===== src/rv_core_pkg.sv =====
`default_nettype none

package rv_core_pkg;

    localparam int XLEN       = 32;
    localparam int REG_ADDR_W = 5;
    localparam int OPCODE_W   = 7;
    localparam int DMEM_BYTES = 64;
    localparam int DMEM_AW    = $clog2(DMEM_BYTES);
    localparam int NUM_REGS   = 2 ** REG_ADDR_W;

    // Major opcodes of the supported RV32I subset
    localparam logic [OPCODE_W-1:0] OP_AUIPC  = 7'b0010111;
    localparam logic [OPCODE_W-1:0] OP_JAL    = 7'b1101111;
    localparam logic [OPCODE_W-1:0] OP_JALR   = 7'b1100111;
    localparam logic [OPCODE_W-1:0] OP_BRANCH = 7'b1100011;
    localparam logic [OPCODE_W-1:0] OP_LOAD   = 7'b0000011;
    localparam logic [OPCODE_W-1:0] OP_STORE  = 7'b0100011;
    localparam logic [OPCODE_W-1:0] OP_IMM    = 7'b0010011;
    localparam logic [OPCODE_W-1:0] OP_REG    = 7'b0110011;
    localparam logic [OPCODE_W-1:0] OP_SYSTEM = 7'b1110011;

    typedef enum logic [4:0] {
        inst_inv,
        inst_auipc, inst_jal, inst_jalr,
        inst_beq, inst_bne, inst_blt, inst_bge,
        inst_lb, inst_lbu, inst_lw, inst_sb, inst_sw,
        inst_addi, inst_slti, inst_xori, inst_ori, inst_andi, inst_slli, inst_srli,
        inst_add, inst_sub, inst_xor, inst_or, inst_and, inst_sll, inst_srl, inst_slt,
        inst_ebreak
    } inst_num_e;

    typedef enum logic [2:0] {
        type_r, type_i, type_s, type_b, type_u, type_j, type_n
    } inst_type_e;

    typedef struct packed {
        logic [REG_ADDR_W-1:0] rd;
        logic [XLEN-1:0]       rs1_val;
        logic [XLEN-1:0]       rs2_val;
        logic [XLEN-1:0]       imm;
    } dec_payload_t;

    typedef struct packed {
        logic [REG_ADDR_W-1:0] rd;
        logic [XLEN-1:0]       alu_out;    // Also the effective address of loads and stores
        logic [XLEN-1:0]       store_data;
        logic [XLEN-1:0]       next_pc;
    } exe_payload_t;

endpackage

`default_nettype wire


===== src/regfile.sv =====
`timescale 1ns/10ps
`default_nettype none

module regfile import rv_core_pkg::*; (
    input  logic                  clk,
    input  logic                  arst_n,
    input  logic [REG_ADDR_W-1:0] rs1_addr,
    input  logic [REG_ADDR_W-1:0] rs2_addr,
    output logic [XLEN-1:0]       rs1_data,
    output logic [XLEN-1:0]       rs2_data,
    input  logic                  we,
    input  logic [REG_ADDR_W-1:0] waddr,
    input  logic [XLEN-1:0]       wdata
);

    logic [XLEN-1:0] regs [NUM_REGS];

    always_ff @(posedge clk or negedge arst_n) begin
        if (!arst_n) begin
            for (int i = 0; i < NUM_REGS; i++) begin
                regs[i] <= '0;
            end
        end else if (we && waddr != '0) begin    // x0 is never written
            regs[waddr] <= wdata;
        end
    end

    assign rs1_data = (rs1_addr == '0) ? '0 : regs[rs1_addr];
    assign rs2_data = (rs2_addr == '0) ? '0 : regs[rs2_addr];

endmodule

`default_nettype wire


===== config.mk =====
export PLATFORM = sky130hd
export DESIGN_NAME = regfile
export DESIGN_NICKNAME = d
export VERILOG_FILES = /design/src/rv_core_pkg.sv /design/src/regfile.sv
export SDC_FILE = /design/constraint.sdc
export NUM_CORES = 2
export LEC_CHECK = 0
export BUFFER_PORTS_ARGS = -buffer_cell sky130_fd_sc_hd__buf_4
export CAP_MARGIN = 20
export CORE_MARGIN = 5
export CORE_UTILIZATION = 57
export CTS_CLUSTER_SIZE = 30
export DETAILED_ROUTE_END_ITERATION = 10
export HOLD_SLACK_MARGIN = 0.06
export PLACE_DENSITY = 0.87
export REMOVE_ABC_BUFFERS = 1
export SYNTH_ARGS = -nofsm -noshare
export SYNTH_HDL_FRONTEND = slang
export SYNTH_SLANG_ARGS = --single-unit

===== constraint.sdc =====
create_clock -name clk -period 1.95 [get_ports clk]
set_input_delay 0.2925 -clock clk [delete_from_list [all_inputs] [get_ports clk]]
set_output_delay 0.2925 -clock clk [all_outputs]
set_load 0.02 [all_outputs]

== Yosys cells after proc, flatten, opt, wreduce, memory -nomap -nowiden ==
Index checks and enable logic that the tools add are counted.
Storage, ports and cells
  register bits: 1024
  output and inout bits: 64
  word-level logic and storage cells: 55
Operators by class
  order comparisons: 4
  mux-type cells: 11
  bitwise logic cells: 3
  reductions and logical operators: 5
Operators with widths (number)
  bitwise mux 1024 bit: 1
  binary-select mux 32 bit (select 5 bit): 2
  2-to-1 mux 32 bit: 7
  demux 32 bit (select 5 bit): 1
  >= comparator 6 bit (second input constant): 3
  inverter 5 -> 6 bit: 3
  zero test 5 bit: 2
  < comparator 6 x 1 -> 1 bit (second input constant): 1
  nonzero test 5 bit: 1
  logical AND 1 bit: 2

== Longest topological paths before layout ==
  word-level depth: 6
  depth in mapped cells: 7

== Least setup slack after synthesis ==
OpenSTA, ideal clock, no wires.
  path kind: input port to output port
  start point: input port rs1_addr[0]
  end point: output port rs1_data[14]
  arrival time: 1.961 ns
  data required time: 1.657 ns
  setup slack: -0.304 ns
  stages: 7
  path buffers: 4
  path through: buf_2 > inv_1 > buf_2 > buf_2 > clkbuf_1 > o2111ai_1 > a311oi_1
On the way
  longest elaborated chain between the ends: 5
  elaborated cells between the ends (all ways): 6
  those cells by class: mux (4); bitwise (1); reduce/logical (1)
RTL lines
  start, declared: RTL line regfile.sv:7  | input logic [REG_ADDR_W-1:0] rs1_addr,
  inverter 5 -> 6 bit (not written as such): RTL line regfile.sv:28  | assign rs1_data = (rs1_addr == '0) ? '0 : regs[rs1_addr];
  binary-select mux 32 bit (select 5 bit): RTL line regfile.sv:28
  2-to-1 mux 32 bit (not written as such) (2 in a row): RTL line regfile.sv:28
  2-to-1 mux 32 bit (*): RTL line regfile.sv:28
  end, declared: RTL line regfile.sv:9  | output logic [XLEN-1:0] rs1_data,
Every way passes the cells marked *; elsewhere a longest branch is shown, timed or not. The select of a mux whose other input is x is not followed.

== Worst setup path in the final report ==
  start point: register regs[571] (netlist bit)
  end point: output port rs1_data[27]
On the way
  longest elaborated chain between the ends: 4
RTL lines
  start, declared: RTL line regfile.sv:16  | logic [XLEN-1:0] regs [NUM_REGS];
  start signal, assigned by index: RTL line regfile.sv:24  | regs[waddr] <= wdata;
  binary-select mux 32 bit (select 5 bit): RTL line regfile.sv:28
  2-to-1 mux 32 bit (not written as such) (2 in a row): RTL line regfile.sv:28
  2-to-1 mux 32 bit: RTL line regfile.sv:28
Every way passes these cells. The select of a mux whose other input is x is not followed.

==> impl_metrics.yaml <==
global_route:
  maximum_number_of_pins_on_one_net_before_global_route_repair: 94
  vias_in_the_first_global_route: 43244
  initial_antenna_violation_count: 9
  overflow: 0
  wire_length_of_the_first_global_routing_pass_um: 285000
  globalRouteTotalUtil_pct: 37.2
synthesis:
  post_syn_area_mm2: 0.0544
  synth_simple_gate_area_share_pct: 1.61
  yosys.cell_types.count: 35
  synth_area_leader_cell: "sky130_fd_sc_hd__dfrtp_1"
  ys_seq_elements: 1024
  synth_fa_ha_area_share_pct: 0
  synth_largest_type_area_fraction_pct: 47.1
  synthesized_area_fraction_occupied_by_ao_oa_aoi_and_oai_cells_pct: 4.84
  postSynthAreaPerCell_um2: 15.0
  part_of_the_yosys_area_used_for_sequential_elements_pct: 47.1
  synth.area.mux_share_pct: 42.8
  synth_area_in_xor_xnor_pct: 0
  synth-warning-count: 0
  largest_cells_by_area_after_synthesis: "sky130_fd_sc_hd__dfrtp_1, sky130_fd_sc_hd__mux2_2, sky130_fd_sc_hd__mux4_2"
  synthCells: 3621
  main_combinational_cell_family_by_area_after_synthesis: "multiplexers"
finish:
  largest_register_ffs: 1024
  final_cell_mix: "sky130_fd_sc_hd__dfrtp_1, sky130_fd_sc_hd__mux2_2, sky130_fd_sc_hd__buf_4"
  layout-drive-gt1-share_pct: 64.8
  top_register: "regs"
  largest_registers: "regs (1024)"
  final_common_cell: "sky130_fd_sc_hd__dfrtp_1"
  post-route-util_pct: 70.0
  area_growth_syn_to_layout_pct: 22.2
  nets: 3984
  fin_cells: 5285
critical_path:
  worst_setup_path_start_kind: "register"
  timing_worst_setup_path_type: "reg2out"
  timing.rr.start: "regs[784]$_DFFE_PN0P_"
  crit-reg2reg-capture: "regs[784]$_DFFE_PN0P_"
  setup.worst_path.end_class: "primary output"
  worst-r2r-cell-count: 3
  crit_start: "regs[571]$_DFFE_PN0P_"
  timing.critical_path.fanout_max: 3
  timing.critical_path.required_ps: 1660
  rrSetupSlack_ps: 860
  critical_path_arrival_ps: 2520
  timing.critical_path.to: "rs1_data[27]"
floorplan:
  chipWidth_um: 319
  top_level_ports: 114
  chipHeight_um: 319
  design.core.area_mm2: 0.0949
  floorplan.initialDensity_pct: 57.3
  fp.dieArea_mm2: 0.102
  core.rowCount: 113
power_and_ir_drop:
  power.total_mw: 66.1
  static-leakage-power_nw: 28.8
  power_per_standard_cell_area_mw_per_mm2: 995
  power.ir.vdd_worst_uv: 853
clock_network:
  htreeDepth: 3
  clkSlewWorstSetupHoldPaths_ps: 60
  clock_tree.root_cell: "sky130_fd_sc_hd__clkbuf_16"
  cts_buffer_depth: 3
  clock_insertion_delay_worst_skew_ps: 690
  clkSinkCount: 1024
  cts_buffers: 105
  cts_tree: "yes"
outcome:
  failed_checks: "setup timing"
  result_of_the_run: "finished with violations"
drt:
  drc: 0
  wl_per_cell_um: 37.3
  route.vias.total: 40692
  wl_um: 197000
  drt-initial-drc-count: 5884
  drtPass1Iterations: 7
  detail_route.vias_per_cell: 7.70
  ant_nets: 0
timing:
  max_freq_ghz: 0.355
  layout_setup_ws_ps: -865
  tightestPinTransition_ps: 1080
  worst_clock_skew_ps: 0
  final.min_clock_period_ps: 2820
  setup-tns-final_ps: -44420
  timing.final.hold_violations: 0
  grt_setup_unrepaired: "true"
  setup_viol: 64
  timing_max_transition_violations_final: 0
  min_period_over_period_pct: 144
  max-slew-margin-rel_pct: 27.8
placed_design:
  dp.final_hpwl_um: 109000
  portBuffers: 113
  gp_congestion: 0.903
  place.detailed.instances: 5063
  pre_cts_slack_ps: -839
hold_path:
  hold_path.class: "in2async"
run:
  cap_violations: 0
[final cells by class]
| type | instances | area, um2 |
|---|---|---|
| timing repair buffer | 638 | 6750 |
| sequential | 1024 | 25600 |
| clock buffer | 164 | 3230 |
| clock inverter | 24 | 285 |
| multi-input combinational | 2163 | 28900 |
| tap | 1265 | 1580 |
| fill | 5234 | 28500 |
| antenna | 5 | 12.5 |
| inverter | 2 | 10.0 |
[critical path: stages (launching register included)]
cell and delay (ps):
sky130_fd_sc_hd__dfrtp_1 410, sky130_fd_sc_hd__mux4_2 510, sky130_fd_sc_hd__mux2_4 290, sky130_fd_sc_hd__o21ai_2 180, sky130_fd_sc_hd__a311oi_2 80, sky130_fd_sc_hd__buf_4 220
sky130_fd_sc_hd__buf_6 130
[power breakdown]
group / internal, mW / switching [mW]
Combinational: 9.20 / 6.92
Clock: 12.1 / 8.80
Sequential: 25.3 / 3.76
[per-stage QoR]
step           hold WS [ps]  area [um2]
3_5_place_dp            183       60600
5_1_grt                80.8       66400
2_1_floorplan         -3.09       52400
6_report               62.3       66400
4_1_cts                65.1       65600
3_3_place_gp            184       60600
[kinds of logic (layout without fill, tap and decap cells)]
group | after synthesis | after routing
and+or+nand+nor | 165 | 165
DFF | 1024 | 1024
buffers and inverters | 434 | 828
other | 0 | 5
muxes | 1632 | 1632
AOI/OAI and AO/OA | 366 | 366
[per-layer routing]
| metal | wire, um | part of all wire [%] | global-route usage [%] |
|---|---|---|---|
| met5 | 70 | 0.036 | 0 |
| met3 | 26000 | 13 | 13.0 |
| met4 | 19000 | 9.7 | 27.1 |
| met1 | 63100 | 32 | 45.0 |
| met2 | 88700 | 45 | 55.7 |
[synth_stat cells]
| cell | n |
|---|---|
| sky130_fd_sc_hd__a311oi_1 | 64 |
| sky130_fd_sc_hd__nor2_1 | 19 |
| sky130_fd_sc_hd__o2111ai_1 | 18 |
| sky130_fd_sc_hd__nand3_1 | 1 |
| sky130_fd_sc_hd__a221oi_1 | 46 |
| sky130_fd_sc_hd__a22oi_1 | 64 |
| sky130_fd_sc_hd__nor3_1 | 3 |
| sky130_fd_sc_hd__buf_2 | 170 |
| sky130_fd_sc_hd__mux4_2 | 448 |
| sky130_fd_sc_hd__and3_1 | 1 |
| sky130_fd_sc_hd__and2_0 | 1 |
| sky130_fd_sc_hd__clkbuf_1 | 223 |
| sky130_fd_sc_hd__a211oi_1 | 64 |
| sky130_fd_sc_hd__mux2i_1 | 128 |
| sky130_fd_sc_hd__o21ai_1 | 9 |
| sky130_fd_sc_hd__clkbuf_4 | 1 |
| sky130_fd_sc_hd__inv_1 | 2 |
| sky130_fd_sc_hd__and2_1 | 1 |
| sky130_fd_sc_hd__nor4_2 | 1 |
| sky130_fd_sc_hd__nand2_1 | 49 |
| sky130_fd_sc_hd__or2_2 | 2 |
| sky130_fd_sc_hd__nor2b_1 | 71 |
| sky130_fd_sc_hd__mux2_2 | 1046 |
| sky130_fd_sc_hd__nor3b_1 | 2 |
| sky130_fd_sc_hd__buf_1 | 3 |
| sky130_fd_sc_hd__nand2b_1 | 5 |
| sky130_fd_sc_hd__buf_4 | 34 |
| sky130_fd_sc_hd__nand4b_1 | 3 |
| sky130_fd_sc_hd__or4_1 | 2 |
| sky130_fd_sc_hd__dfrtp_1 | 1024 |
| sky130_fd_sc_hd__or3_1 | 3 |
| sky130_fd_sc_hd__o21ai_0 | 101 |
| sky130_fd_sc_hd__mux2_1 | 10 |
| sky130_fd_sc_hd__clkbuf_2 | 1 |
| sky130_fd_sc_hd__nand4_1 | 1 |
[worst min-delay path by stage]
stage	slack, ps	cells past startpoint	endpoint
finish	60	2	regs[814]$_DFFE_PN0P_
global route	80	2	regs[782]$_DFFE_PN0P_
CTS	70	2	regs[814]$_DFFE_PN0P_
detailed placement	180	1	regs[782]$_DFFE_PN0P_
global placement	180	1	regs[878]$_DFFE_PN0P_
floorplan	-3	0	regs[0]$_DFFE_PN0P_
[timing repair]
item	in CTS	in global routing
hold buffers	2	0
setup endpoints to repair	64	64
endpoints found under the hold margin	680	0
resized for setup	372	123
pin swaps	74	66
setup buffers	50	19
Power figures use the tool's default switching activity.
