**src/rv_core_pkg.sv**
```systemverilog
`default_nettype none

package rv_core_pkg;

    localparam int XLEN       = 32;
    localparam int REG_ADDR_W = 5;
    localparam int OPCODE_W   = 7;
    localparam int DMEM_BYTES = 64;
    localparam int DMEM_AW    = $clog2(DMEM_BYTES);
    localparam int NUM_REGS   = 2 ** REG_ADDR_W;

    // Major opcodes of the supported RV32I subset
    localparam logic [OPCODE_W-1:0] OP_AUIPC  = 7'b0010111;
    localparam logic [OPCODE_W-1:0] OP_JAL    = 7'b1101111;
    localparam logic [OPCODE_W-1:0] OP_JALR   = 7'b1100111;
    localparam logic [OPCODE_W-1:0] OP_BRANCH = 7'b1100011;
    localparam logic [OPCODE_W-1:0] OP_LOAD   = 7'b0000011;
    localparam logic [OPCODE_W-1:0] OP_STORE  = 7'b0100011;
    localparam logic [OPCODE_W-1:0] OP_IMM    = 7'b0010011;
    localparam logic [OPCODE_W-1:0] OP_REG    = 7'b0110011;
    localparam logic [OPCODE_W-1:0] OP_SYSTEM = 7'b1110011;

    typedef enum logic [4:0] {
        inst_inv,
        inst_auipc, inst_jal, inst_jalr,
        inst_beq, inst_bne, inst_blt, inst_bge,
        inst_lb, inst_lbu, inst_lw, inst_sb, inst_sw,
        inst_addi, inst_slti, inst_xori, inst_ori, inst_andi, inst_slli, inst_srli,
        inst_add, inst_sub, inst_xor, inst_or, inst_and, inst_sll, inst_srl, inst_slt,
        inst_ebreak
    } inst_num_e;

    typedef enum logic [2:0] {
        type_r, type_i, type_s, type_b, type_u, type_j, type_n
    } inst_type_e;

    typedef struct packed {
        logic [REG_ADDR_W-1:0] rd;
        logic [XLEN-1:0]       rs1_val;
        logic [XLEN-1:0]       rs2_val;
        logic [XLEN-1:0]       imm;
    } dec_payload_t;

    typedef struct packed {
        logic [REG_ADDR_W-1:0] rd;
        logic [XLEN-1:0]       alu_out;    // Also the effective address of loads and stores
        logic [XLEN-1:0]       store_data;
        logic [XLEN-1:0]       next_pc;
    } exe_payload_t;

endpackage

`default_nettype wire

```
**src/stage_link.sv**
```systemverilog
`timescale 1ns/10ps
`default_nettype none

interface stage_link import rv_core_pkg::*; #(
    parameter type payload_t = dec_payload_t
) ();

    logic            valid;    // One-cycle pulse per instruction
    logic [XLEN-1:0] pc;
    inst_num_e       inst_num;
    payload_t        payload;

    modport source (output valid, output pc, output inst_num, output payload);
    modport sink   (input valid, input pc, input inst_num, input payload);

endinterface

`default_nettype wire

```
**src/exu.sv**
```systemverilog
`timescale 1ns/10ps
`default_nettype none

module exu import rv_core_pkg::*; (
    input  logic      clk,
    input  logic      arst_n,
    stage_link.sink   dec_in,
    stage_link.source exe_out
);

    dec_payload_t    din;
    exe_payload_t    dout;
    logic [XLEN-1:0] rs1;
    logic [XLEN-1:0] rs2;
    logic [XLEN-1:0] imm;
    logic [XLEN-1:0] pc_plus4;
    logic [XLEN-1:0] alu_out;
    logic [XLEN-1:0] next_pc;
    logic            taken;

    assign din      = dec_in.payload;
    assign rs1      = din.rs1_val;
    assign rs2      = din.rs2_val;
    assign imm      = din.imm;
    assign pc_plus4 = dec_in.pc + 32'd4;

    // ~~~~~~~~~~~~~~~~~~~~~~~~~~~~~~~~~~~~~~~~~~~~~~~~~~~~~~~~~~
    // ALU
    // ~~~~~~~~~~~~~~~~~~~~~~~~~~~~~~~~~~~~~~~~~~~~~~~~~~~~~~~~~~

    always_comb begin
        case (dec_in.inst_num)
            inst_auipc: alu_out = dec_in.pc + imm;
            inst_jal,
            inst_jalr:  alu_out = pc_plus4;    // Link value
            inst_lb, inst_lbu, inst_lw, inst_sb, inst_sw,
            inst_addi:  alu_out = rs1 + imm;
            inst_slti:  alu_out = {{(XLEN-1){1'b0}}, $signed(rs1) < $signed(imm)};
            inst_xori:  alu_out = rs1 ^ imm;
            inst_ori:   alu_out = rs1 | imm;
            inst_andi:  alu_out = rs1 & imm;
            inst_slli:  alu_out = rs1 << imm[4:0];
            inst_srli:  alu_out = rs1 >> imm[4:0];
            inst_add:   alu_out = rs1 + rs2;
            inst_sub:   alu_out = rs1 - rs2;
            inst_xor:   alu_out = rs1 ^ rs2;
            inst_or:    alu_out = rs1 | rs2;
            inst_and:   alu_out = rs1 & rs2;
            inst_sll:   alu_out = rs1 << rs2[4:0];
            inst_srl:   alu_out = rs1 >> rs2[4:0];
            inst_slt:   alu_out = {{(XLEN-1){1'b0}}, $signed(rs1) < $signed(rs2)};
            default:    alu_out = '0;
        endcase
    end

    always_comb begin
        case (dec_in.inst_num)
            inst_beq: taken = (rs1 == rs2);
            inst_bne: taken = (rs1 != rs2);
            inst_blt: taken = ($signed(rs1) < $signed(rs2));
            inst_bge: taken = ($signed(rs1) >= $signed(rs2));
            default:  taken = 1'b0;
        endcase
    end

    always_comb begin
        if (dec_in.inst_num == inst_jalr)
            next_pc = (rs1 + imm) & ~32'd1;
        else if (dec_in.inst_num == inst_jal || taken)
            next_pc = dec_in.pc + imm;
        else
            next_pc = pc_plus4;
    end

    assign dout = {din.rd, alu_out, rs2, next_pc};

    always_ff @(posedge clk or negedge arst_n) begin
        if (!arst_n)
            exe_out.valid <= 1'b0;
        else
            exe_out.valid <= dec_in.valid;
    end

    always_ff @(posedge clk) begin
        if (dec_in.valid) begin
            exe_out.pc       <= dec_in.pc;
            exe_out.inst_num <= dec_in.inst_num;
            exe_out.payload  <= dout;
        end
    end

endmodule

`default_nettype wire

```
**src/flat_wrapper.sv**
```systemverilog
// flat-port wrapper written by rule: the top's interface ports become plain ports
module exu_flat import rv_core_pkg::*;
  (clk, arst_n, dec_in_valid, dec_in_pc, dec_in_inst_num, dec_in_payload, exe_out_valid, exe_out_pc, exe_out_inst_num, exe_out_payload);
  stage_link dec_in_i ();
  stage_link exe_out_i ();
  input  logic clk;
  input  logic arst_n;
  input wire logic [$bits(dec_in_i.valid)-1:0] dec_in_valid;
  input wire logic [$bits(dec_in_i.pc)-1:0] dec_in_pc;
  input wire logic [$bits(dec_in_i.inst_num)-1:0] dec_in_inst_num;
  input wire logic [$bits(dec_in_i.payload)-1:0] dec_in_payload;
  output wire logic [$bits(exe_out_i.valid)-1:0] exe_out_valid;
  output wire logic [$bits(exe_out_i.pc)-1:0] exe_out_pc;
  output wire logic [$bits(exe_out_i.inst_num)-1:0] exe_out_inst_num;
  output wire logic [$bits(exe_out_i.payload)-1:0] exe_out_payload;
  assign dec_in_i.valid = dec_in_valid;
  assign dec_in_i.pc = dec_in_pc;
  assign dec_in_i.inst_num = dec_in_inst_num;
  assign dec_in_i.payload = dec_in_payload;
  assign exe_out_valid = exe_out_i.valid;
  assign exe_out_pc = exe_out_i.pc;
  assign exe_out_inst_num = exe_out_i.inst_num;
  assign exe_out_payload = exe_out_i.payload;
  exu u_core (.clk(clk), .arst_n(arst_n), .dec_in(dec_in_i), .exe_out(exe_out_i));
endmodule
```
**config.mk**
```make
export PLATFORM = sky130hd
export DESIGN_NAME = exu_flat
export DESIGN_NICKNAME = d
export VERILOG_FILES = /design/src/rv_core_pkg.sv /design/src/stage_link.sv /design/src/exu.sv /design/src/flat_wrapper.sv
export SDC_FILE = /design/constraint.sdc
export NUM_CORES = 1
export LEC_CHECK = 0
export BUFFER_PORTS_ARGS = -buffer_cell sky130_fd_sc_hd__buf_4
export CAP_MARGIN = 0
export CORE_MARGIN = 5
export CORE_UTILIZATION = 35
export CTS_BUF_LIST = sky130_fd_sc_hd__clkbuf_16
export CTS_CLUSTER_DIAMETER = 30
export CTS_CLUSTER_SIZE = 25
export DETAILED_ROUTE_END_ITERATION = 12
export PLACE_DENSITY = 0.63
export SLEW_MARGIN = 20
export SYNTH_ARGS = -nofsm -noshare
export SYNTH_HDL_FRONTEND = slang
export SYNTH_SLANG_ARGS = --single-unit
```
**constraint.sdc**
```tcl
create_clock -name clk -period 1.1 [get_ports clk]
set_input_delay 0.22 -clock clk [delete_from_list [all_inputs] [get_ports clk]]
set_output_delay 0.22 -clock clk [all_outputs]
set_load 0.01 [all_outputs]
```
---- After elaboration in Yosys (flattened, before gate mapping) ----
Index checks and enable logic that the tools add are counted.
word-level totals
  word-level logic and storage cells ...... 62
  output and inout port bits .............. 139
  bits in registers ....................... 139
cells by class
  equality and inequality tests ........... 29
  mux-type cells .......................... 4
  magnitude comparators ................... 3
  bitwise logic cells ..................... 6
  add/subtract/negate cells ............... 5
  reductions and logical operators ........ 3
  shift operators ......................... 4
operators with widths
  kind                   count
  $pmux 32 s17           1
  $add 32x32->32         3
  $and 32x32->32         2
  $lt 32x32->1           2
  $mux 32                2
  $or 32x32->32          2
  $shl 32x5->32          2
  $shr 32x5->32          2
  $xor 32x32->32         2
  $eq 5x5->1 const B     12
  $eq 5x4->1 const B     8
  $add 32x3->32 const B  1
  $eq 32x32->1           1
  $ge 32x32->1           1
  $ne 32x32->1           1
  $sub 32x32->32         1
  $eq 5x3->1 const B     4
  $eq 5x2->1 const B     2
  $reduce_or 6->1        1
  $eq 5x1->1 const B     1
  $pmux 1 s4             1
  $reduce_or 2->1        1
  $logic_or 1x1->1       1

---- Logic depth before layout (Yosys ltp) ----
  depth after elaboration ................. 5
  mapped depth ............................ 15
  depth with buffers taken out ............ 13

---- Least setup slack after synthesis ----
No wires, ideal clock.
  kind .................................... input-to-reg
  from .................................... input port dec_in_payload[35]
  to ...................................... register u_core.exe_out.payload[92] (netlist name)
  path buffers ............................ 2
  stages .................................. 13
  setup slack ............................. -2203 ps
  library setup time ...................... 263 ps
  arrival ................................. 3040 ps
  required time ........................... 837 ps
  path through ............................ clkbuf_1 inv_1 ha_1 clkbuf_1 nand2b_1 o311ai_1 a2111oi_0 a211oi_1 o31ai_1 a2111oi_1 nor4b_1 a31o_1 a2111o_1
between the ends
  longest elaborated chain between the ends .. 2
  elaborated cells on any way between the ends .. 5
  classes of those cells .................. add/sub (2); shift (2); mux (1)
RTL lines
  element                                       line                RTL
  start, declared                               flat_wrapper.sv:11  input wire logic [$bits(dec_in_i.payload)-1:0] dec_in_payload;
  $sub 32x32->32, or another cell as far along  exu.sv:45           inst_sub: alu_out = rs1 - rs2;
  $pmux 32 s17 *                                exu.sv:32           case (dec_in.inst_num)
  net u_core.alu_out[28]                        exu.sv:17           logic [XLEN-1:0] alu_out;
The timed path passes the listed nets; every way through them passes the cells marked *.
A chain may end at the register's enable or synchronous reset.

---- Worst setup path after layout ----
  from .................................... input port dec_in_inst_num[2]
  to ...................................... register u_core.exe_out.payload[87] (netlist name)
between the ends
  longest elaborated chain between the ends .. 3
  elaborated cells on any way between the ends .. 26
  classes of those cells .................. eq/ne (23); mux (1); reduce/logical (2)
RTL lines
  element                                                    line                RTL
  start, declared                                            flat_wrapper.sv:10  input wire logic [$bits(dec_in_i.inst_num)-1:0] dec_in_inst_num;
  $eq 5x4->1 / $eq 5x2->1 (equally long branches)            exu.sv:32
  $reduce_or 6->1 / $reduce_or 2->1 (equally long branches)  exu.sv:32
  $pmux 32 s17 *                                             exu.sv:32
  net u_core.alu_out[23]                                     exu.sv:17
Marked as above.

==> metrics.csv <==
metric;value;unit
kind of start point of the critical path;input pin;
worst endpoint required time;1.33;ns
post-route fraction of the period consumed by the critical path;261;%
mapped cell area;0.0206;sq mm
number of non-filler instances in the completed layout;4830;
Crit. End Element;flip-flop;
Die ar.;0.0638;sq mm
Leakage;16.6;nW
most frequently used flop master after synthesis;edfxtp_1;
area leader, netlist;edfxtp_1;
final setup fails;203;
via count of the first global-routing pass;28600;
fmax;348;MHz
path class of the lowest-slack min-delay path;in -> reg;
final HPWL from detailed placement;114000;microns
ranking of synthesized cells by area;edfxtp_1, ha_1, a21oi_1, nand2_1, mux2i_1;
std cell rows;89;
post-layout net count;4346;
port buffer count;279;
Clock Tree Root;clkbuf_16;
power density normalized to cell area;869;mW/mm^2
ys async rst share;0.719;%
peak supply drop;1.17;mV
clock buffers created by TritonCTS;17;
maximum number of pins on one net before global-route repair;34;
number of sinks handled by clock tree synthesis;139;
launch point of the worst hold path;dec_in_pc[27];
instance count of the mapped netlist;2679;
clock tree buffer depth;2;
number of cells on the worst hold path;2;
Placed Cells incl. Taps;4687;
total DRC errors in the routed layout;0;
effective utilization at floorplan;35.1;%
initial antenna violation count;2;
Seq cells post-synth;139;
die boundary width;253;microns
TritonCTS clock tree;yes;
outcome;finished with violations;
1st-iter DRT viols;3157;
share of the yosys chip area belonging to registers;20.2;%
worst-case hold path end point;u_core.exe_out.pc[27];
routed len/inst;28.9;microns
area share of the leading cell type in the synthesized netlist;20.1;%
routability cong.;1.12;
Max-Cap Viols;0;
Least-Margin Pin Slew;0.908;ns
average cell area after synthesis;7.69;sq um
via count normalized by instance count;6.08;
arrival time at the worst endpoint;3.11;ns
global route total overflow;0;
failing checks;setup timing;
Yosys warning count;0;
count of fill cells added during filler insertion;5088;
Final WS setup;-1.77;ns
Via Count;29400;
number of max-slew violations in the final report;0;
wire length after detailed routing;139000;microns
post-layout total power;0.0324;W
Crit Path Max Fanout;12;
fraction of final layout cells with drive strength greater than 1;49.7;%
final period demand of the worst path;2.87;ns
CTS H-tree depth;4;
post-synthesis to final-layout area growth;80.9;%
global-route wire length before repair;196000;microns
highest-count cells in the layout ignoring fill and taps;buf_4, nand2_1, a21oi_1;
Final Hold Vio Count;0;
number of flops mapped to enable cells by yosys;138;
antenna-violating nets left;0;
CORE AREA;0.0587;sq mm
post-place setup slack;-2.75;ns
Synth Net Count;2982;
count of distinct cell types in the synthesized netlist;96;
overall die height;253;microns
Slew headroom;39.0;%
setup repair after global routing missed its margin;yes;
clock transition time at the flip-flop clock pins of the worst setup and hold paths;0.08;ns
Detailed Routing Iterations Pass 1;6;
Total Routing Usage GR;41.6;%
leading cell type in the layout, fill and taps excluded;buf_4;
critical path class;in -> reg;
count of pins on the block boundary;280;
## routing by layer
layer | part of all wire, % | routed length [microns] | track usage [%] | up-vias
met5 | 0.012 | 17 | 0 | -
met4 | 10 | 13900 | 32.2 | 2
met3 | 8.6 | 11900 | 7.90 | 530
met2 | 44 | 61300 | 65.5 | 1897
met1 | 37 | 52300 | 50.2 | 14000
li1 | - | - | - | 12900
## registers in the layout, indices dropped and copies added (netlist names)
| register | count |
|---|---|
| u_core.exe_out.pc | 32 |
| u_core.exe_out.inst_num | 5 |
| u_core.exe_out.payload | 101 |
| u_core.exe_out.valid | 1 |
## cell usage after synthesis, drive strengths merged (15+ instances only)
library cell	n
mux2i	93
nor2	228
nand4	27
a211oi	65
and3	41
o21bai	19
inv	127
a221oi	28
xnor2	94
o211ai	39
o221ai	21
xor2	37
a311oi	22
nor3	53
a211o	17
nand3	105
edfxtp	138
o2111ai	17
ha	158
a2111oi	15
buf	44
nor2b	23
nand2b	55
a31oi	24
a32oi	15
clkbuf	149
and2	17
o21ai	147
mux4	18
nor4	18
a21oi	226
a21o	50
o31ai	20
a22oi	32
a221o	15
nand2	263
o22ai	42
## where the power goes
| group | switching, W | internal (W) | leakage [nW] |
|---|---|---|---|
| combinational | 0.0102 | 0.00940 | 14.9 |
| sequential | 0.000320 | 0.00649 | 1.36 |
| clock | 0.00304 | 0.00295 | 0.266 |
| total | 0.0136 | 0.0188 | 16.6 |
## logic make-up after synthesis
| kind of cell | count (synthesis) | synth area share, % |
|---|---|---|
| adder cells (fa/ha/maj) | 162 | 9.98 |
| multiplexers | 120 | 6.98 |
| AND/OR/NAND/NOR | 903 | 21.1 |
| XOR/XNOR | 131 | 5.57 |
| AO/OA/AOI/OAI | 904 | 29.9 |
| buffers and inverters | 320 | 6.19 |
| flip-flops | 139 | 20.2 |
## layout make-up
cell class | instances | area (sq um) | share of cell area (%)
Tap cell | 773 | 967 | 2.60
Multi-Input combinational cell | 2220 | 18100 | 48.4
Antenna cell | 1 | 2.50 | 0.00671
Timing Repair Buffer | 1538 | 13000 | 34.8
Clock buffer | 17 | 425 | 1.14
Clock inverter | 15 | 125 | 0.336
Sequential cell | 139 | 4170 | 11.2
Inverter | 127 | 571 | 1.53
## worst max-delay path, stage by stage
cell      delay, ns
buf_8          0.10
and3b_2        0.29
buf_12         0.16
buf_6          0.10
a21boi_2       0.04
buf_4          0.14
nor2_4         0.09
buf_12         0.15
mux4_2         0.54
buf_4          0.16
mux2i_4        0.19
nor2_2         0.07
a41oi_2        0.28
buf_4          0.16
and3_4         0.16
buf_6          0.13
o211ai_1       0.10
## how the worst max path moves through the flow
stage                             from                         end
detailed placement  dec_in_inst_num[1]  u_core.exe_out.payload[95]
global placement    dec_in_inst_num[3]  u_core.exe_out.payload[90]
CTS                 dec_in_payload[64]  u_core.exe_out.payload[92]
floorplan            dec_in_payload[0]  u_core.exe_out.payload[92]
finish              dec_in_inst_num[2]  u_core.exe_out.payload[87]
global route        dec_in_inst_num[4]  u_core.exe_out.payload[95]
## timing repair
action	CTS	global route
setup buffers	53	33
resized for setup	421	223
hold buffers	32	1
pin swaps	126	99
gates cloned	4	1
endpoints found under the setup margin	203	203
endpoints found under the hold margin	31	1
## metrics by stage
stage	util (%)	hold WS [ns]	setup TNS [ns]	area, sq um
5_1_grt	63.5	0.0200	-133.48	37300
4_1_cts	61.5	0.000530	-122.66	36100
6_report	63.5	0.0343	-127.33	37300
2_1_floorplan	-	-0.0756	-102.99	21700
3_3_place_gp	55.7	-0.00493	-150.14	32700
3_5_place_dp	55.7	-0.00356	-153.12	32700
No activity file was read; power rests on OpenSTA's default activity.
