File: config.mk
export PLATFORM = sky130hd
export DESIGN_NAME = idu_flat
export DESIGN_NICKNAME = d
export VERILOG_FILES = /design/src/rv_core_pkg.sv /design/src/stage_link.sv /design/src/idu.sv /design/src/idu_opcode.sv /design/src/flat_wrapper.sv
export SDC_FILE = /design/constraint.sdc
export NUM_CORES = 1
export LEC_CHECK = 0
export BUFFER_PORTS_ARGS = -buffer_cell sky130_fd_sc_hd__buf_2
export CAP_MARGIN = 30
export CORE_MARGIN = 2
export CORE_UTILIZATION = 35
export CTS_CLUSTER_DIAMETER = 50
export CTS_CLUSTER_SIZE = 16
export DETAILED_ROUTE_END_ITERATION = 10
export GPL_TIMING_DRIVEN = 0
export PLACE_DENSITY_LB_ADDON = 0.3
export SYNTH_ARGS = -nofsm -noshare
export SYNTH_HDL_FRONTEND = slang
export SYNTH_HIERARCHICAL = 1
export SYNTH_SLANG_ARGS = --single-unit
File: constraint.sdc
create_clock -name clk -period 23.3 [get_ports clk]
set_input_delay 0 -clock clk [delete_from_list [all_inputs] [get_ports clk]]
set_output_delay 0 -clock clk [all_outputs]
set_load 0.03 [all_outputs]
File: src/rv_core_pkg.sv
`default_nettype none

package rv_core_pkg;

    localparam int XLEN       = 32;
    localparam int REG_ADDR_W = 5;
    localparam int OPCODE_W   = 7;
    localparam int DMEM_BYTES = 64;
    localparam int DMEM_AW    = $clog2(DMEM_BYTES);
    localparam int NUM_REGS   = 2 ** REG_ADDR_W;

    // Major opcodes of the supported RV32I subset
    localparam logic [OPCODE_W-1:0] OP_AUIPC  = 7'b0010111;
    localparam logic [OPCODE_W-1:0] OP_JAL    = 7'b1101111;
    localparam logic [OPCODE_W-1:0] OP_JALR   = 7'b1100111;
    localparam logic [OPCODE_W-1:0] OP_BRANCH = 7'b1100011;
    localparam logic [OPCODE_W-1:0] OP_LOAD   = 7'b0000011;
    localparam logic [OPCODE_W-1:0] OP_STORE  = 7'b0100011;
    localparam logic [OPCODE_W-1:0] OP_IMM    = 7'b0010011;
    localparam logic [OPCODE_W-1:0] OP_REG    = 7'b0110011;
    localparam logic [OPCODE_W-1:0] OP_SYSTEM = 7'b1110011;

    typedef enum logic [4:0] {
        inst_inv,
        inst_auipc, inst_jal, inst_jalr,
        inst_beq, inst_bne, inst_blt, inst_bge,
        inst_lb, inst_lbu, inst_lw, inst_sb, inst_sw,
        inst_addi, inst_slti, inst_xori, inst_ori, inst_andi, inst_slli, inst_srli,
        inst_add, inst_sub, inst_xor, inst_or, inst_and, inst_sll, inst_srl, inst_slt,
        inst_ebreak
    } inst_num_e;

    typedef enum logic [2:0] {
        type_r, type_i, type_s, type_b, type_u, type_j, type_n
    } inst_type_e;

    typedef struct packed {
        logic [REG_ADDR_W-1:0] rd;
        logic [XLEN-1:0]       rs1_val;
        logic [XLEN-1:0]       rs2_val;
        logic [XLEN-1:0]       imm;
    } dec_payload_t;

    typedef struct packed {
        logic [REG_ADDR_W-1:0] rd;
        logic [XLEN-1:0]       alu_out;    // Also the effective address of loads and stores
        logic [XLEN-1:0]       store_data;
        logic [XLEN-1:0]       next_pc;
    } exe_payload_t;

endpackage

`default_nettype wire

File: src/stage_link.sv
`timescale 1ns/10ps
`default_nettype none

interface stage_link import rv_core_pkg::*; #(
    parameter type payload_t = dec_payload_t
) ();

    logic            valid;    // One-cycle pulse per instruction
    logic [XLEN-1:0] pc;
    inst_num_e       inst_num;
    payload_t        payload;

    modport source (output valid, output pc, output inst_num, output payload);
    modport sink   (input valid, input pc, input inst_num, input payload);

endinterface

`default_nettype wire

File: src/idu.sv
`timescale 1ns/10ps
`default_nettype none

module idu import rv_core_pkg::*; (
    input  logic                  clk,
    input  logic                  arst_n,
    input  logic                  inst_req,
    input  logic [XLEN-1:0]       inst,
    input  logic [XLEN-1:0]       pc,
    input  logic                  inst_ack,
    input  logic                  halted,
    output logic [REG_ADDR_W-1:0] rs1_addr,
    output logic [REG_ADDR_W-1:0] rs2_addr,
    input  logic [XLEN-1:0]       rs1_data,
    input  logic [XLEN-1:0]       rs2_data,
    stage_link.source             dec_out
);

    logic                  busy;
    logic                  pend;
    logic                  accept;
    logic [XLEN-1:0]       inst_q;
    logic [XLEN-1:0]       pc_q;
    logic [2:0]            funct3;
    logic [6:0]            funct7;
    inst_num_e             beq_num;
    inst_num_e             lb_num;
    inst_num_e             sb_num;
    inst_num_e             addi_num;
    inst_num_e             add_num;
    inst_num_e             inst_num;
    logic [REG_ADDR_W-1:0] rd;
    logic [XLEN-1:0]       imm;

    // One request per handshake, none while busy, acknowledging or halted
    assign accept = inst_req && !busy && !inst_ack && !halted;
    assign funct3 = inst_q[14:12];
    assign funct7 = inst_q[31:25];

    always_ff @(posedge clk or negedge arst_n) begin
        if (!arst_n) begin
            busy <= 1'b0;
            pend <= 1'b0;
        end else begin
            pend <= accept;
            if (accept)
                busy <= 1'b1;
            else if (inst_ack)
                busy <= 1'b0;
        end
    end

    always_ff @(posedge clk) begin
        if (accept) begin
            inst_q <= inst;
            pc_q   <= pc;    // Same value as the pc committed by wbu
        end
    end

    // ~~~~~~~~~~~~~~~~~~~~~~~~~~~~~~~~~~~~~~~~~~~~~~~~~~~~~~~~~~
    // Funct3/funct7 resolution per opcode family
    // ~~~~~~~~~~~~~~~~~~~~~~~~~~~~~~~~~~~~~~~~~~~~~~~~~~~~~~~~~~

    always_comb begin
        case (funct3)
            3'b000:  beq_num = inst_beq;
            3'b001:  beq_num = inst_bne;
            3'b100:  beq_num = inst_blt;
            3'b101:  beq_num = inst_bge;
            default: beq_num = inst_inv;
        endcase
        case (funct3)
            3'b000:  lb_num = inst_lb;
            3'b010:  lb_num = inst_lw;
            3'b100:  lb_num = inst_lbu;
            default: lb_num = inst_inv;
        endcase
        case (funct3)
            3'b000:  sb_num = inst_sb;
            3'b010:  sb_num = inst_sw;
            default: sb_num = inst_inv;
        endcase
        case (funct3)
            3'b000:  addi_num = inst_addi;
            3'b010:  addi_num = inst_slti;
            3'b100:  addi_num = inst_xori;
            3'b110:  addi_num = inst_ori;
            3'b111:  addi_num = inst_andi;
            3'b001:  addi_num = (funct7 == 7'b0) ? inst_slli : inst_inv;
            3'b101:  addi_num = (funct7 == 7'b0) ? inst_srli : inst_inv;    // srai is not kept
            default: addi_num = inst_inv;
        endcase
        case ({funct7, funct3})
            10'b0000000_000: add_num = inst_add;
            10'b0100000_000: add_num = inst_sub;
            10'b0000000_001: add_num = inst_sll;
            10'b0000000_010: add_num = inst_slt;
            10'b0000000_100: add_num = inst_xor;
            10'b0000000_101: add_num = inst_srl;
            10'b0000000_110: add_num = inst_or;
            10'b0000000_111: add_num = inst_and;
            default:         add_num = inst_inv;
        endcase
    end

    idu_opcode u_idu_opcode (
        .inst          (inst_q),
        .inst_beq_num  (beq_num),
        .inst_lb_num   (lb_num),
        .inst_sb_num   (sb_num),
        .inst_addi_num (addi_num),
        .inst_add_num  (add_num),
        .inst_num      (inst_num),
        .inst_type     (),
        .rd            (rd),
        .rs1           (rs1_addr),
        .rs2           (rs2_addr),
        .imm           (imm)
    );

    always_ff @(posedge clk or negedge arst_n) begin
        if (!arst_n)
            dec_out.valid <= 1'b0;
        else
            dec_out.valid <= pend;
    end

    always_ff @(posedge clk) begin
        if (pend) begin
            dec_out.pc       <= pc_q;
            dec_out.inst_num <= inst_num;
            dec_out.payload  <= {rd, rs1_data, rs2_data, imm};
        end
    end

endmodule

`default_nettype wire

File: src/idu_opcode.sv
`timescale 1ns/10ps
`default_nettype none

module idu_opcode import rv_core_pkg::*; (
    input  logic [XLEN-1:0]       inst,
    input  inst_num_e             inst_beq_num,
    input  inst_num_e             inst_lb_num,
    input  inst_num_e             inst_sb_num,
    input  inst_num_e             inst_addi_num,
    input  inst_num_e             inst_add_num,
    output inst_num_e             inst_num,
    output inst_type_e            inst_type,
    output logic [REG_ADDR_W-1:0] rd,
    output logic [REG_ADDR_W-1:0] rs1,
    output logic [REG_ADDR_W-1:0] rs2,
    output logic [XLEN-1:0]       imm
);

    logic [OPCODE_W-1:0] opcode;

    assign opcode = inst[OPCODE_W-1:0];

    // Funct-dependent families take their number from the resolver in idu
    always_comb begin
        case (opcode)
            OP_AUIPC:  inst_num = inst_auipc;
            OP_JAL:    inst_num = inst_jal;
            OP_JALR:   inst_num = inst_jalr;
            OP_BRANCH: inst_num = inst_beq_num;
            OP_LOAD:   inst_num = inst_lb_num;
            OP_STORE:  inst_num = inst_sb_num;
            OP_IMM:    inst_num = inst_addi_num;
            OP_REG:    inst_num = inst_add_num;
            OP_SYSTEM: inst_num = inst_ebreak;    // Only member of the system group here
            default:   inst_num = inst_inv;
        endcase
    end

    always_comb begin
        case (opcode)
            OP_AUIPC:  inst_type = type_u;
            OP_JAL:    inst_type = type_j;
            OP_JALR:   inst_type = type_i;
            OP_BRANCH: inst_type = type_b;
            OP_LOAD:   inst_type = type_i;
            OP_STORE:  inst_type = type_s;
            OP_IMM:    inst_type = type_i;
            OP_REG:    inst_type = type_r;
            OP_SYSTEM: inst_type = type_i;
            default:   inst_type = type_n;
        endcase
    end

    assign rd  = inst[11:7];
    assign rs1 = inst[19:15];
    assign rs2 = inst[24:20];

    // Immediate layout follows the format, always sign-extended from bit 31
    always_comb begin
        case (inst_type)
            type_i:  imm = {{20{inst[31]}}, inst[31:20]};
            type_s:  imm = {{20{inst[31]}}, inst[31:25], inst[11:7]};
            type_b:  imm = {{19{inst[31]}}, inst[31], inst[7], inst[30:25], inst[11:8], 1'b0};
            type_u:  imm = {inst[31:12], 12'b0};
            type_j:  imm = {{11{inst[31]}}, inst[31], inst[19:12], inst[20], inst[30:21], 1'b0};
            default: imm = '0;
        endcase
    end

endmodule

`default_nettype wire

File: src/flat_wrapper.sv
// flat-port wrapper written by rule: the top's interface ports become plain ports
module idu_flat import rv_core_pkg::*;
  (clk, arst_n, inst_req, inst, pc, inst_ack, halted, rs1_addr, rs2_addr, rs1_data, rs2_data, dec_out_valid, dec_out_pc, dec_out_inst_num, dec_out_payload);
  stage_link dec_out_i ();
  input  logic clk;
  input  logic arst_n;
  input  logic inst_req;
  input  logic [XLEN-1:0] inst;
  input  logic [XLEN-1:0] pc;
  input  logic inst_ack;
  input  logic halted;
  output logic [REG_ADDR_W-1:0] rs1_addr;
  output logic [REG_ADDR_W-1:0] rs2_addr;
  input  logic [XLEN-1:0] rs1_data;
  input  logic [XLEN-1:0] rs2_data;
  output wire logic [$bits(dec_out_i.valid)-1:0] dec_out_valid;
  output wire logic [$bits(dec_out_i.pc)-1:0] dec_out_pc;
  output wire logic [$bits(dec_out_i.inst_num)-1:0] dec_out_inst_num;
  output wire logic [$bits(dec_out_i.payload)-1:0] dec_out_payload;
  assign dec_out_valid = dec_out_i.valid;
  assign dec_out_pc = dec_out_i.pc;
  assign dec_out_inst_num = dec_out_i.inst_num;
  assign dec_out_payload = dec_out_i.payload;
  idu u_core (.clk(clk), .arst_n(arst_n), .inst_req(inst_req), .inst(inst), .pc(pc), .inst_ack(inst_ack), .halted(halted), .rs1_addr(rs1_addr), .rs2_addr(rs2_addr), .rs1_data(rs1_data), .rs2_data(rs2_data), .dec_out(dec_out_i));
endmodule
; After elaboration in Yosys (flattened, before gate mapping)
; Index checks and enable logic that the tools add are counted.
[word_totals]
regBits = 205
inputBits = 133
out_inout_bits = 149
word_cells = 61
[op_classes]
eq_ne = 27
mux = 12
n_reduce_logical = 11
[op_table]
columns = operator, count
row1 = $pmux W32 S5, 1
row2 = $pmux W5 S9, 1
row3 = $eq A10 B3 Y1 const B, 4
row4 = $pmux W5 S8, 1
row5 = $pmux W5 S7, 1
row6 = $eq A7 B7 Y1 const B, 4
row7 = $eq A3 B3 Y1 const B, 6
row8 = $pmux W3 S6, 1
row9 = $eq A7 B5 Y1 const B, 2
row10 = $eq A7 B6 Y1 const B, 2
row11 = $pmux W3 S4, 1
row12 = $pmux W4 S3, 1
row13 = $eq A10 B1 Y1 const B, 1
row14 = $eq A10 B2 Y1 const B, 1
row15 = $eq A10 B9 Y1 const B, 1
row16 = $logic_not A10 Y1, 1
row17 = $mux W5, 2
row18 = $eq A3 B2 Y1 const B, 3
row19 = $pmux W4 S2, 1
row20 = $eq A7 B2 Y1 const B, 1
row21 = $logic_not A7 Y1, 1
row22 = $eq A3 B1 Y1 const B, 2
row23 = $reduce_or A4 Y1, 1
row24 = $logic_and A1 B1 Y1, 3
row25 = 4 further kinds, 7

; Depth between registers and ports, before layout
; Gate-level depths: netlist of run 1.
[depth]
ltp_word = 5
ltp_mapped = 8
depth_no_buf = 7

; By module
; The synthesis of run 1 kept the hierarchy.
[by_module_without_submodules]
columns = mod, instances, cells_per_inst, area_each_um2, seq_area_each_um2
row1 = idu, 1, 249, 6391.1, 6140.9
row2 = idu_opcode, 1, 136, 1007.2, 0.0

; Worst setup path after synthesis of run 1
; OpenSTA, ideal clock, no wires.
[synth_timing]
path_kind = register to register
startpoint = reg u_core.busy
endpoint = reg u_core.pend
setup_ns = 0.802
t_arrival_ns = 7.072
required_time_ns = 22.498
path_slack_ns = 15.426
stages_incl_launch_ff = 2
n_path_buf = 0
period_less_slack_ns = 7.874
path_cell_list = dfrtp_1 -> nor4b_1
[synth_between]
elab_chain_len = 4
[synth_rtl]
columns = element, line_no
row1 = "start, declared", idu.sv:19  ; logic busy;
row2 = "start signal, assigned", idu.sv:42  ; busy <= 1'b0;
row3 = "start signal, assigned", idu.sv:47  ; busy <= 1'b1;
row4 = "start signal, assigned", idu.sv:49  ; busy <= 1'b0;
row5 = $logic_not A1 Y1, idu.sv:36  ; assign accept = inst_req && !busy && !inst_ack && !halted;
row6 = $logic_and A1 B1 Y1 (3 in series), idu.sv:36
row7 = net u_core.accept, idu.sv:21  ; logic accept;
row8 = "end signal, assigned", idu.sv:45  ; pend <= accept;
row9 = "end, declared", idu.sv:20  ; logic pend;
; The timed path passes the listed nets, and every way through them passes these cells.
; A chain may end at the register's enable or synchronous reset.

; Final worst setup path of run 1
[layout_timing]
startpoint = reg u_core.inst_q[31]
endpoint = reg u_core.dec_out.inst_num[0], data pin
[layout_between]
elab_chain_len = 4
word_cells_on_any_way = 13
classes_between = eq/ne (7) / mux (4) / reduce/logical (2)
[layout_rtl]
columns = element, line_no
row1 = "start, declared", idu.sv:22  ; logic [XLEN-1:0] inst_q;
row2 = "start signal, assigned", idu.sv:55  ; inst_q <= inst;
row3 = $logic_not A7 Y1, idu.sv:90  ; 3'b101: addi_num = (funct7 == 7'b0) ? inst_srli : inst_inv;
row4 = $mux W5, idu.sv:90
row5 = $pmux W5 S7, idu.sv:83  ; case (funct3)
row6 = net u_core.addi_num[0], idu.sv:29  ; inst_num_e addi_num;
row7 = $pmux W5 S9, idu_opcode.sv:25  ; case (opcode)
row8 = net u_core.inst_num[0], idu.sv:31  ; inst_num_e inst_num;
row9 = "end, declared", stage_link.sv:13  ; modport source (output valid, output pc, output inst_num, output payload);
; The timed path passes the listed nets, and every way through them passes these cells.

==> qor_table.md, run 1 <==
| Group | Item | This run |
| --- | --- | --- |
| place | Estimated wirelength of the detail-placed design | 12.4 mm |
| route | Detailed-route wire length | 18.2 mm |
| power and ir drop | Overall power after layout | 837 uW |
| clock tree | TritonCTS clock tree | built |
| worst setup path | Category of the worst setup path capture point | flop |
| sta | Upper clock frequency limit | 384 MHz |
| sta | Post-Route Setup TNS | 0 ns |
| floorplan | Die height | 149 um |
| place | Placed instance area | 9240 um2 |
| synthesis | Mean area per synthesized cell | 19.4 um2 |
| worst setup path | Setup slack, reg-to-reg | 20.69 ns |
| worst setup path | Critical Path Start | u_core/inst_q[31] |
| grt | Via count of the first global-routing pass | 5163 |
| worst setup path | Startpoint-to-endpoint class of the critical path | reg2reg |
| synthesis | Warnings, synthesis | 6 |
| clock tree | Number of clock buffers inserted by TritonCTS | 23 |
| route | Initial DRT Pass Iterations | 5 |
| worst hold path | Hold path endpoint | u_core/pc_q[1] |
| route | Remaining routing DRC violations | 0 |
| cells and area | Filler instances | 1640 |
| grt | Total GRT Usage | 0.156 |
| clock tree | Maximum buffer depth of the clock tree | 3 |
| job | Number of max-cap violations | 0 |
| worst setup path | Required time at the worst-slack endpoint | 23.56 ns |
| sta | Number of slew-limit violations in the final report | 0 |
| cells and area | Cell area after layout | 11400 um2 |
| worst setup path | Startpoint kind of the worst setup timing path | flop |
| clock tree | Insertion delay of the later-clocked pin in the worst-skew pair | 0.51 ns |
| clock tree | Sinks on Clock Net | 205 |
| power and ir drop | Worst vdd ir | 0.0000623 V |
| clock tree | Clock Tree Root | clkbuf_16 |
| grt | Pin count of the biggest net entering global routing | 78 |
| sta | Final setup violation count | 0 |
| synthesis | Count of mapped cells out of synthesis | 381 |
| cells and area | Area taken by flip-flops and latches | 6140 um2 |
| grt | Initial antenna violation count | 0 |
| sta | Tightest slew margin relative to the limit | 0.428 |
| cells and area | Share of layout cells above drive strength 1 | 0.450 |
| cells and area | Footprint of the multi-input gates | 1020 um2 |
| worst hold path | Number of cells on the worst hold path | 3 |
| place | Count of buffers inserted at the top-level ports | 281 |
| clock tree | Clock-pin slew on the worst setup and hold paths | 0.07 ns |
| floorplan | Core Box Area | 20800 um2 |
| cells and area | Number of nets at the end of the flow | 967 |
| sta | Layout Skew | 0.0134 ns |
| worst setup path | R2r worst-path depth | 7 |
| sta | Unrepaired setup endpoints after global routing | no |
| place | Weighted congestion at the end of routability-driven global placement | 0.797 |
| grt | First-pass GRT wire length | 26.9 mm |
| cells and area | Area overhead of the layout relative to synthesis | 54.0% |
| sta | Total count of hold-check failures in the final report | 0 |
| route | Via count | 4995 |
| power and ir drop | Static Leak | 4.63 nW |
| floorplan | Number of placement rows | 53 |
| route | Final ANT Viol Nets | 0 |
| clock tree | Post-cts sizing count | 0 |
| worst setup path | Max Fanout on Critical Path | 6 |
| route | Routed len/inst | 16.2 um |
| floorplan | Horizontal die dimension | 149 um |
| clock tree | Number of H-tree branching levels | 1 |
| sta | Minimum clock period | 2.61 ns |
| worst setup path | Startpoint of the worst register-to-register path | u_core/inst_q[31] |
| floorplan | Count of pins on the block boundary | 282 |
| outcome | Outcome | completed |
| worst setup path | Endpoint arrival time on the critical path | 2.87 ns |
| synthesis | Synthesized area | 7380 um2 |
| power and ir drop | Power Density | 73.7 nW/um2 |
| clock tree | Post-CTS repair timing setup buffer count | 0 |
| floorplan | Area enclosed by the die boundary | 22300 um2 |
| worst setup path | R2r endpoint | u_core/dec_out.inst_num[0] |
| sta | Actual slew at the worst max-slew pin | 0.859 ns |
| grt | Overflow after GRT | 0 |
| worst hold path | Classification of the worst-slack hold path | in2reg |
| route | Number of vias per cell after detailed routing | 4.44 |
| worst hold path | Startpoint of the tightest hold check path | inst_req |
| sta | Share of the cycle needed by the critical path after routing | 0.112 |
| route | Initial DRC Count | 244 |
| floorplan | Initial Utilization | 0.354 |
state kept, by name (all words and copies together) (netlist names):
register,count
u_core/inst_q,32
u_core/dec_out.inst_num,5
u_core/busy,1
u_core/pc_q,32
u_core/dec_out.payload,101
u_core/pend,1
u_core/dec_out.pc,32
u_core/dec_out.valid,1
through the flow:
step | cells | util | hold slack [ns] | setup WS (ns)
finish | 1125 | 0.545 | 0.104 | 20.69
CTS | 1124 | 0.545 | 0.0883 | 20.66
global route | 1124 | 0.545 | 0.0968 | 20.56
global placement | 941 | 0.439 | -0.206 | 11.75
floorplan | 385 | - | -0.296 | 15.43
detailed placement | 950 | 0.444 | -0.200 | 20.68
worst max-delay path, cell delays in order (launching register included):
cell	delay, ns
edfxtp_1	0.53
nor4_2	0.49
nand2_1	0.20
a211oi_1	0.23
mux4_1	0.24
nor2b_1	0.13
a311oi_1	0.06
a2111oi_1	0.47
layout by cell type (no fill, tap or decap), types with 6 or more instances in the layout:
cell type	instances
clkbuf_16	23
nand2_1	28
nor2_1	10
dlygate4sd3_1	134
buf_4	23
edfxtp_1	202
buf_2	290
a21oi_1	11
a21oi_2	10
a21o_1	9
inv_1	6
and3_1	7
power breakdown:
| part | internal (mW) | switching (mW) | total (mW) | leakage, nW |
|---|---|---|---|---|
| logic | 0.0311 | 0.0290 | 0.0601 | 2.32 |
| clock network | 0.201 | 0.156 | 0.357 | 0.375 |
| registers | 0.415 | 0.00482 | 0.420 | 1.94 |
| total | 0.647 | 0.190 | 0.837 | 4.63 |
cell type report:
| cell class | count | share of cell area |
|---|---|---|
| Tap cell | 275 | 0.0303 |
| Timing Repair Buffer | 424 | 0.250 |
| Antenna cell | 1 | 0.000220 |
| Sequential cell | 205 | 0.541 |
| Clock inverter | 17 | 0.0171 |
| Clock buffer | 23 | 0.0507 |
| Inverter | 6 | 0.00198 |
| Multi-Input combinational cell | 143 | 0.0896 |
| Buffer | 31 | 0.0192 |
metal layers:
metal  wire (um)  part of all wire  global-route usage  vias to the layer above
met5           0                 0                   0                        -
li1            -                 -                   -                     2370
met4         312             0.017              0.0414                        0
met2        9280              0.51               0.282                      252
met1        6950              0.38               0.183                     2342
met3        1630             0.090              0.0446                       31
worst max path at each step:
stage and endpoint:
2_1_floorplan u_core/pend, 3_3_place_gp u_core/pend, 3_5_place_dp u_core/dec_out.inst_num[0], 4_1_cts u_core/dec_out.inst_num[0]
5_1_grt u_core/dec_out.inst_num[0], 6_report u_core/dec_out.inst_num[0]
timing repair:
action,in CTS,in global routing
hold buffers,134,0
hold endpoints to repair,140,0
endpoints found under the setup margin,0,0
Note: power is estimated with default switching activity, not from simulation.
==> inputs of run 2 (changes only) <==
Clock period 23.3 ns to 2.4 ns, I/O delays scaled along.
==> qor_table.md, run 2 (synthesis results as in run 1) <==
| Group | Item | This run |
| --- | --- | --- |
| clock tree | Sinks on Clock Net | 205 |
| worst setup path | Critical Path Sink | u_core/dec_out.inst_num[0] |
| floorplan | Core Box Area | 20800 um2 |
| route | Initial DRC Count | 212 |
| sta | Upper clock frequency limit | 439 MHz |
| sta | Total count of hold-check failures in the final report | 0 |
| clock tree | Clock Tree Root | clkbuf_16 |
| worst setup path | R2r endpoint | u_core/dec_out.inst_num[0] |
| worst setup path | List of cells traversed by the critical path | nor4_4 > nand2_1 > a211oi_1 > mux4_1 > nor2b_1 > a311oi_1 > a2111oi_2 |
| place | Placed instance area | 9240 um2 |
| cells and area | Area overhead of the layout relative to synthesis | 55.5% |
| power and ir drop | Power Density | 739 nW/um2 |
| power and ir drop | Overall power after layout | 8.48 mW |
| power and ir drop | Sequential power share | 0.481 |
| power and ir drop | Cell Int Power | 6.58 mW |
| floorplan | Initial Utilization | 0.354 |
| worst hold path | Classification of the worst-slack hold path | in2reg |
| grt | Overflow after GRT | 0 |
| sta | Minimum clock period | 2.28 ns |
| sta | Final worst hold slack | 0.0779 ns |
| clock tree | Number of clock buffers inserted by TritonCTS | 24 |
| place | Count of buffers inserted at the top-level ports | 281 |
| grt | Initial antenna violation count | 0 |
| cells and area | Share of layout cells above drive strength 1 | 0.456 |
| clock tree | TritonCTS clock tree | built |
| route | Routed len/inst | 16.3 um |
| sta | Final setup violation count | 0 |
| clock tree | Number of H-tree branching levels | 1 |
| clock tree | Clock-pin slew on the worst setup and hold paths | 0.07 ns |
| power and ir drop | Net Sw Frac | 0.223 |
| sta | Unrepaired setup endpoints after global routing | no |
| worst setup path | Max Fanout on Critical Path | 3 |
| job | Number of max-cap violations | 0 |
| floorplan | Area enclosed by the die boundary | 22300 um2 |
| cells and area | Footprint of the multi-input gates | 1050 um2 |
| route | Final ANT Viol Nets | 0 |
| cells and area | Antenna Diode Count | 0 |
| worst setup path | R2r worst-path depth | 7 |
| route | Remaining routing DRC violations | 0 |
| power and ir drop | Total net switching power | 1.89 mW |
| route | Detailed-route wire length | 18.3 mm |
| sta | Layout Skew | 0.0113 ns |
| cells and area | Number of nets at the end of the flow | 965 |
| power and ir drop | Worst vdd ir | 0.000703 V |
| route | Via count | 5053 |
| floorplan | Number of placement rows | 53 |
| worst setup path | Critical path's slowest cell | edfxtp_1 |
| worst setup path | Startpoint-to-endpoint class of the critical path | reg2reg |
| cells and area | Register bank with the most flops | u_core/dec_out.payload |
| grt | First-pass GRT wire length | 27.2 mm |
| worst setup path | Startpoint of the worst register-to-register path | u_core/inst_q[27] |
| worst setup path | Startpoint kind of the worst setup timing path | flop |
| worst setup path | Setup slack, reg-to-reg | 0.12 ns |
| clock tree | Insertion delay of the later-clocked pin in the worst-skew pair | 0.51 ns |
| sta | Tightest slew margin relative to the limit | 0.375 |
| cells and area | Largest register FFs | 101 |
| worst setup path | Peak per-stage delay on the critical path | 0.45 ns |
| cells and area | Filler instances | 1639 |
| power and ir drop | Part of the total power dissipated in the clock network | 0.450 |
| power and ir drop | Power share of the combinational group | 0.069 |
| floorplan | Die height | 149 um |
| cells and area | Leading cell type in the layout, fill and taps excluded | buf_2 |
| worst setup path | Endpoint arrival time on the critical path | 2.57 ns |
| route | Initial DRT Pass Iterations | 4 |
| sta | Actual slew at the worst max-slew pin | 0.937 ns |
| grt | Via count of the first global-routing pass | 5305 |
| worst setup path | Category of the worst setup path capture point | flop |
| clock tree | Maximum buffer depth of the clock tree | 3 |
| floorplan | Horizontal die dimension | 149 um |
| cells and area | Area taken by flip-flops and latches | 6140 um2 |
| grt | Total GRT Usage | 0.157 |
| power and ir drop | Static Leak | 4.68 nW |
| place | Estimated wirelength of the detail-placed design | 12.1 mm |
| cells and area | Cell area after layout | 11500 um2 |
| sta | Share of the cycle needed by the critical path after routing | 0.950 |
| outcome | Outcome | completed |
| sta | Number of slew-limit violations in the final report | 0 |
| cells and area | Highest-count cells in the layout ignoring fill and taps | buf_2 (290), edfxtp_1 (202), dlygate4sd3_1 (134) |
| floorplan | Count of pins on the block boundary | 282 |
| worst setup path | Critical Path Start | u_core/inst_q[27] |
| worst setup path | Required time at the worst-slack endpoint | 2.69 ns |
| route | Number of vias per cell after detailed routing | 4.50 |
| grt | Pin count of the biggest net entering global routing | 74 |
| place | Weighted congestion at the end of routability-driven global placement | 0.801 |
run 2: cell types whose count changed in the layout (fill, tap and decap cells not counted), moves of 2 or more:
cell / change
buf_4: -6
buf_8: +2
bufinv_16: +2
clkinv_1: -3
inv_6: +2
nor3_1: -2
nor3_2: +2
run 2: layer usage:
layer,GRT usage,share of wire,vias to the layer above
li1,-,-,2369
met1,0.181,0.39,2420
met2,0.284,0.51,232
met3,0.0431,0.083,32
met4,0.0467,0.021,0
met5,0,0,-
run 2: worst min path at each step:
stage / start / to / slack, ns / depth (start not counted)
after floorplan: arst_n / u_core/busy / -0.30 / 0
after global placement: arst_n / u_core/busy / -0.21 / 1
after detailed placement: arst_n / u_core/busy / -0.20 / 1
after CTS: inst_req / u_core/pc_q[20] / 0.06 / 3
after global routing: inst_req / u_core/pc_q[18] / 0.07 / 3
final: inst_req / u_core/pc_q[2] / 0.08 / 3
run 2: power groups by stage:
stage / Combinational [mW] / Clock, mW / Sequential [mW]
6_report: 0.585 / 3.82 / 4.08
4_1_cts: 0.585 / 3.92 / 4.08
3_5_place_dp: 0.408 / 0 / 4.15
2_1_floorplan: 0.0911 / 0 / 4.26
3_3_place_gp: 0.371 / 0 / 4.18
5_1_grt: 0.627 / 4.07 / 4.09
run 2: final cells by class:
type                    count  share of cell area
well taps                 275              0.0300
flip-flops and latches    205               0.536
inverters                   6             0.00196
clock buffers              25              0.0527
multi-input cells         143              0.0915
plain buffers              31              0.0190
repair buffers            421               0.247
clock inverters            18              0.0221
run 2: through the flow:
stage / std cells / setup TNS (ns) / setup WS, ns / util
6_report: 1124 / 0 / 0.120 / 0.551
5_1_grt: 1124 / 0 / 0.0216 / 0.551
4_1_cts: 1124 / 0 / 0.0580 / 0.550
3_5_place_dp: 946 / -0.170 / -0.170 / 0.444
3_3_place_gp: 941 / -167.29 / -1.59 / 0.440
2_1_floorplan: 385 / -35.03 / -0.540 / -
run 2: repair_timing:
action,4_1_cts,5_1_grt
endpoints found under the setup margin,1,1
gates resized for setup,2,2
hold endpoints to repair,144,0
cloned,0,0
hold buffers,134,0
pin swaps,0,1
setup buffers,1,0
run 2: worst max-delay path: cells and delay by family, from the launching register on:
family           cells  cell delay (ns)
flip-flops           1             0.45
multiplexers         1             0.24
AO/OA/AOI/OAI        3             0.68
AND/OR/NAND/NOR      3             0.70
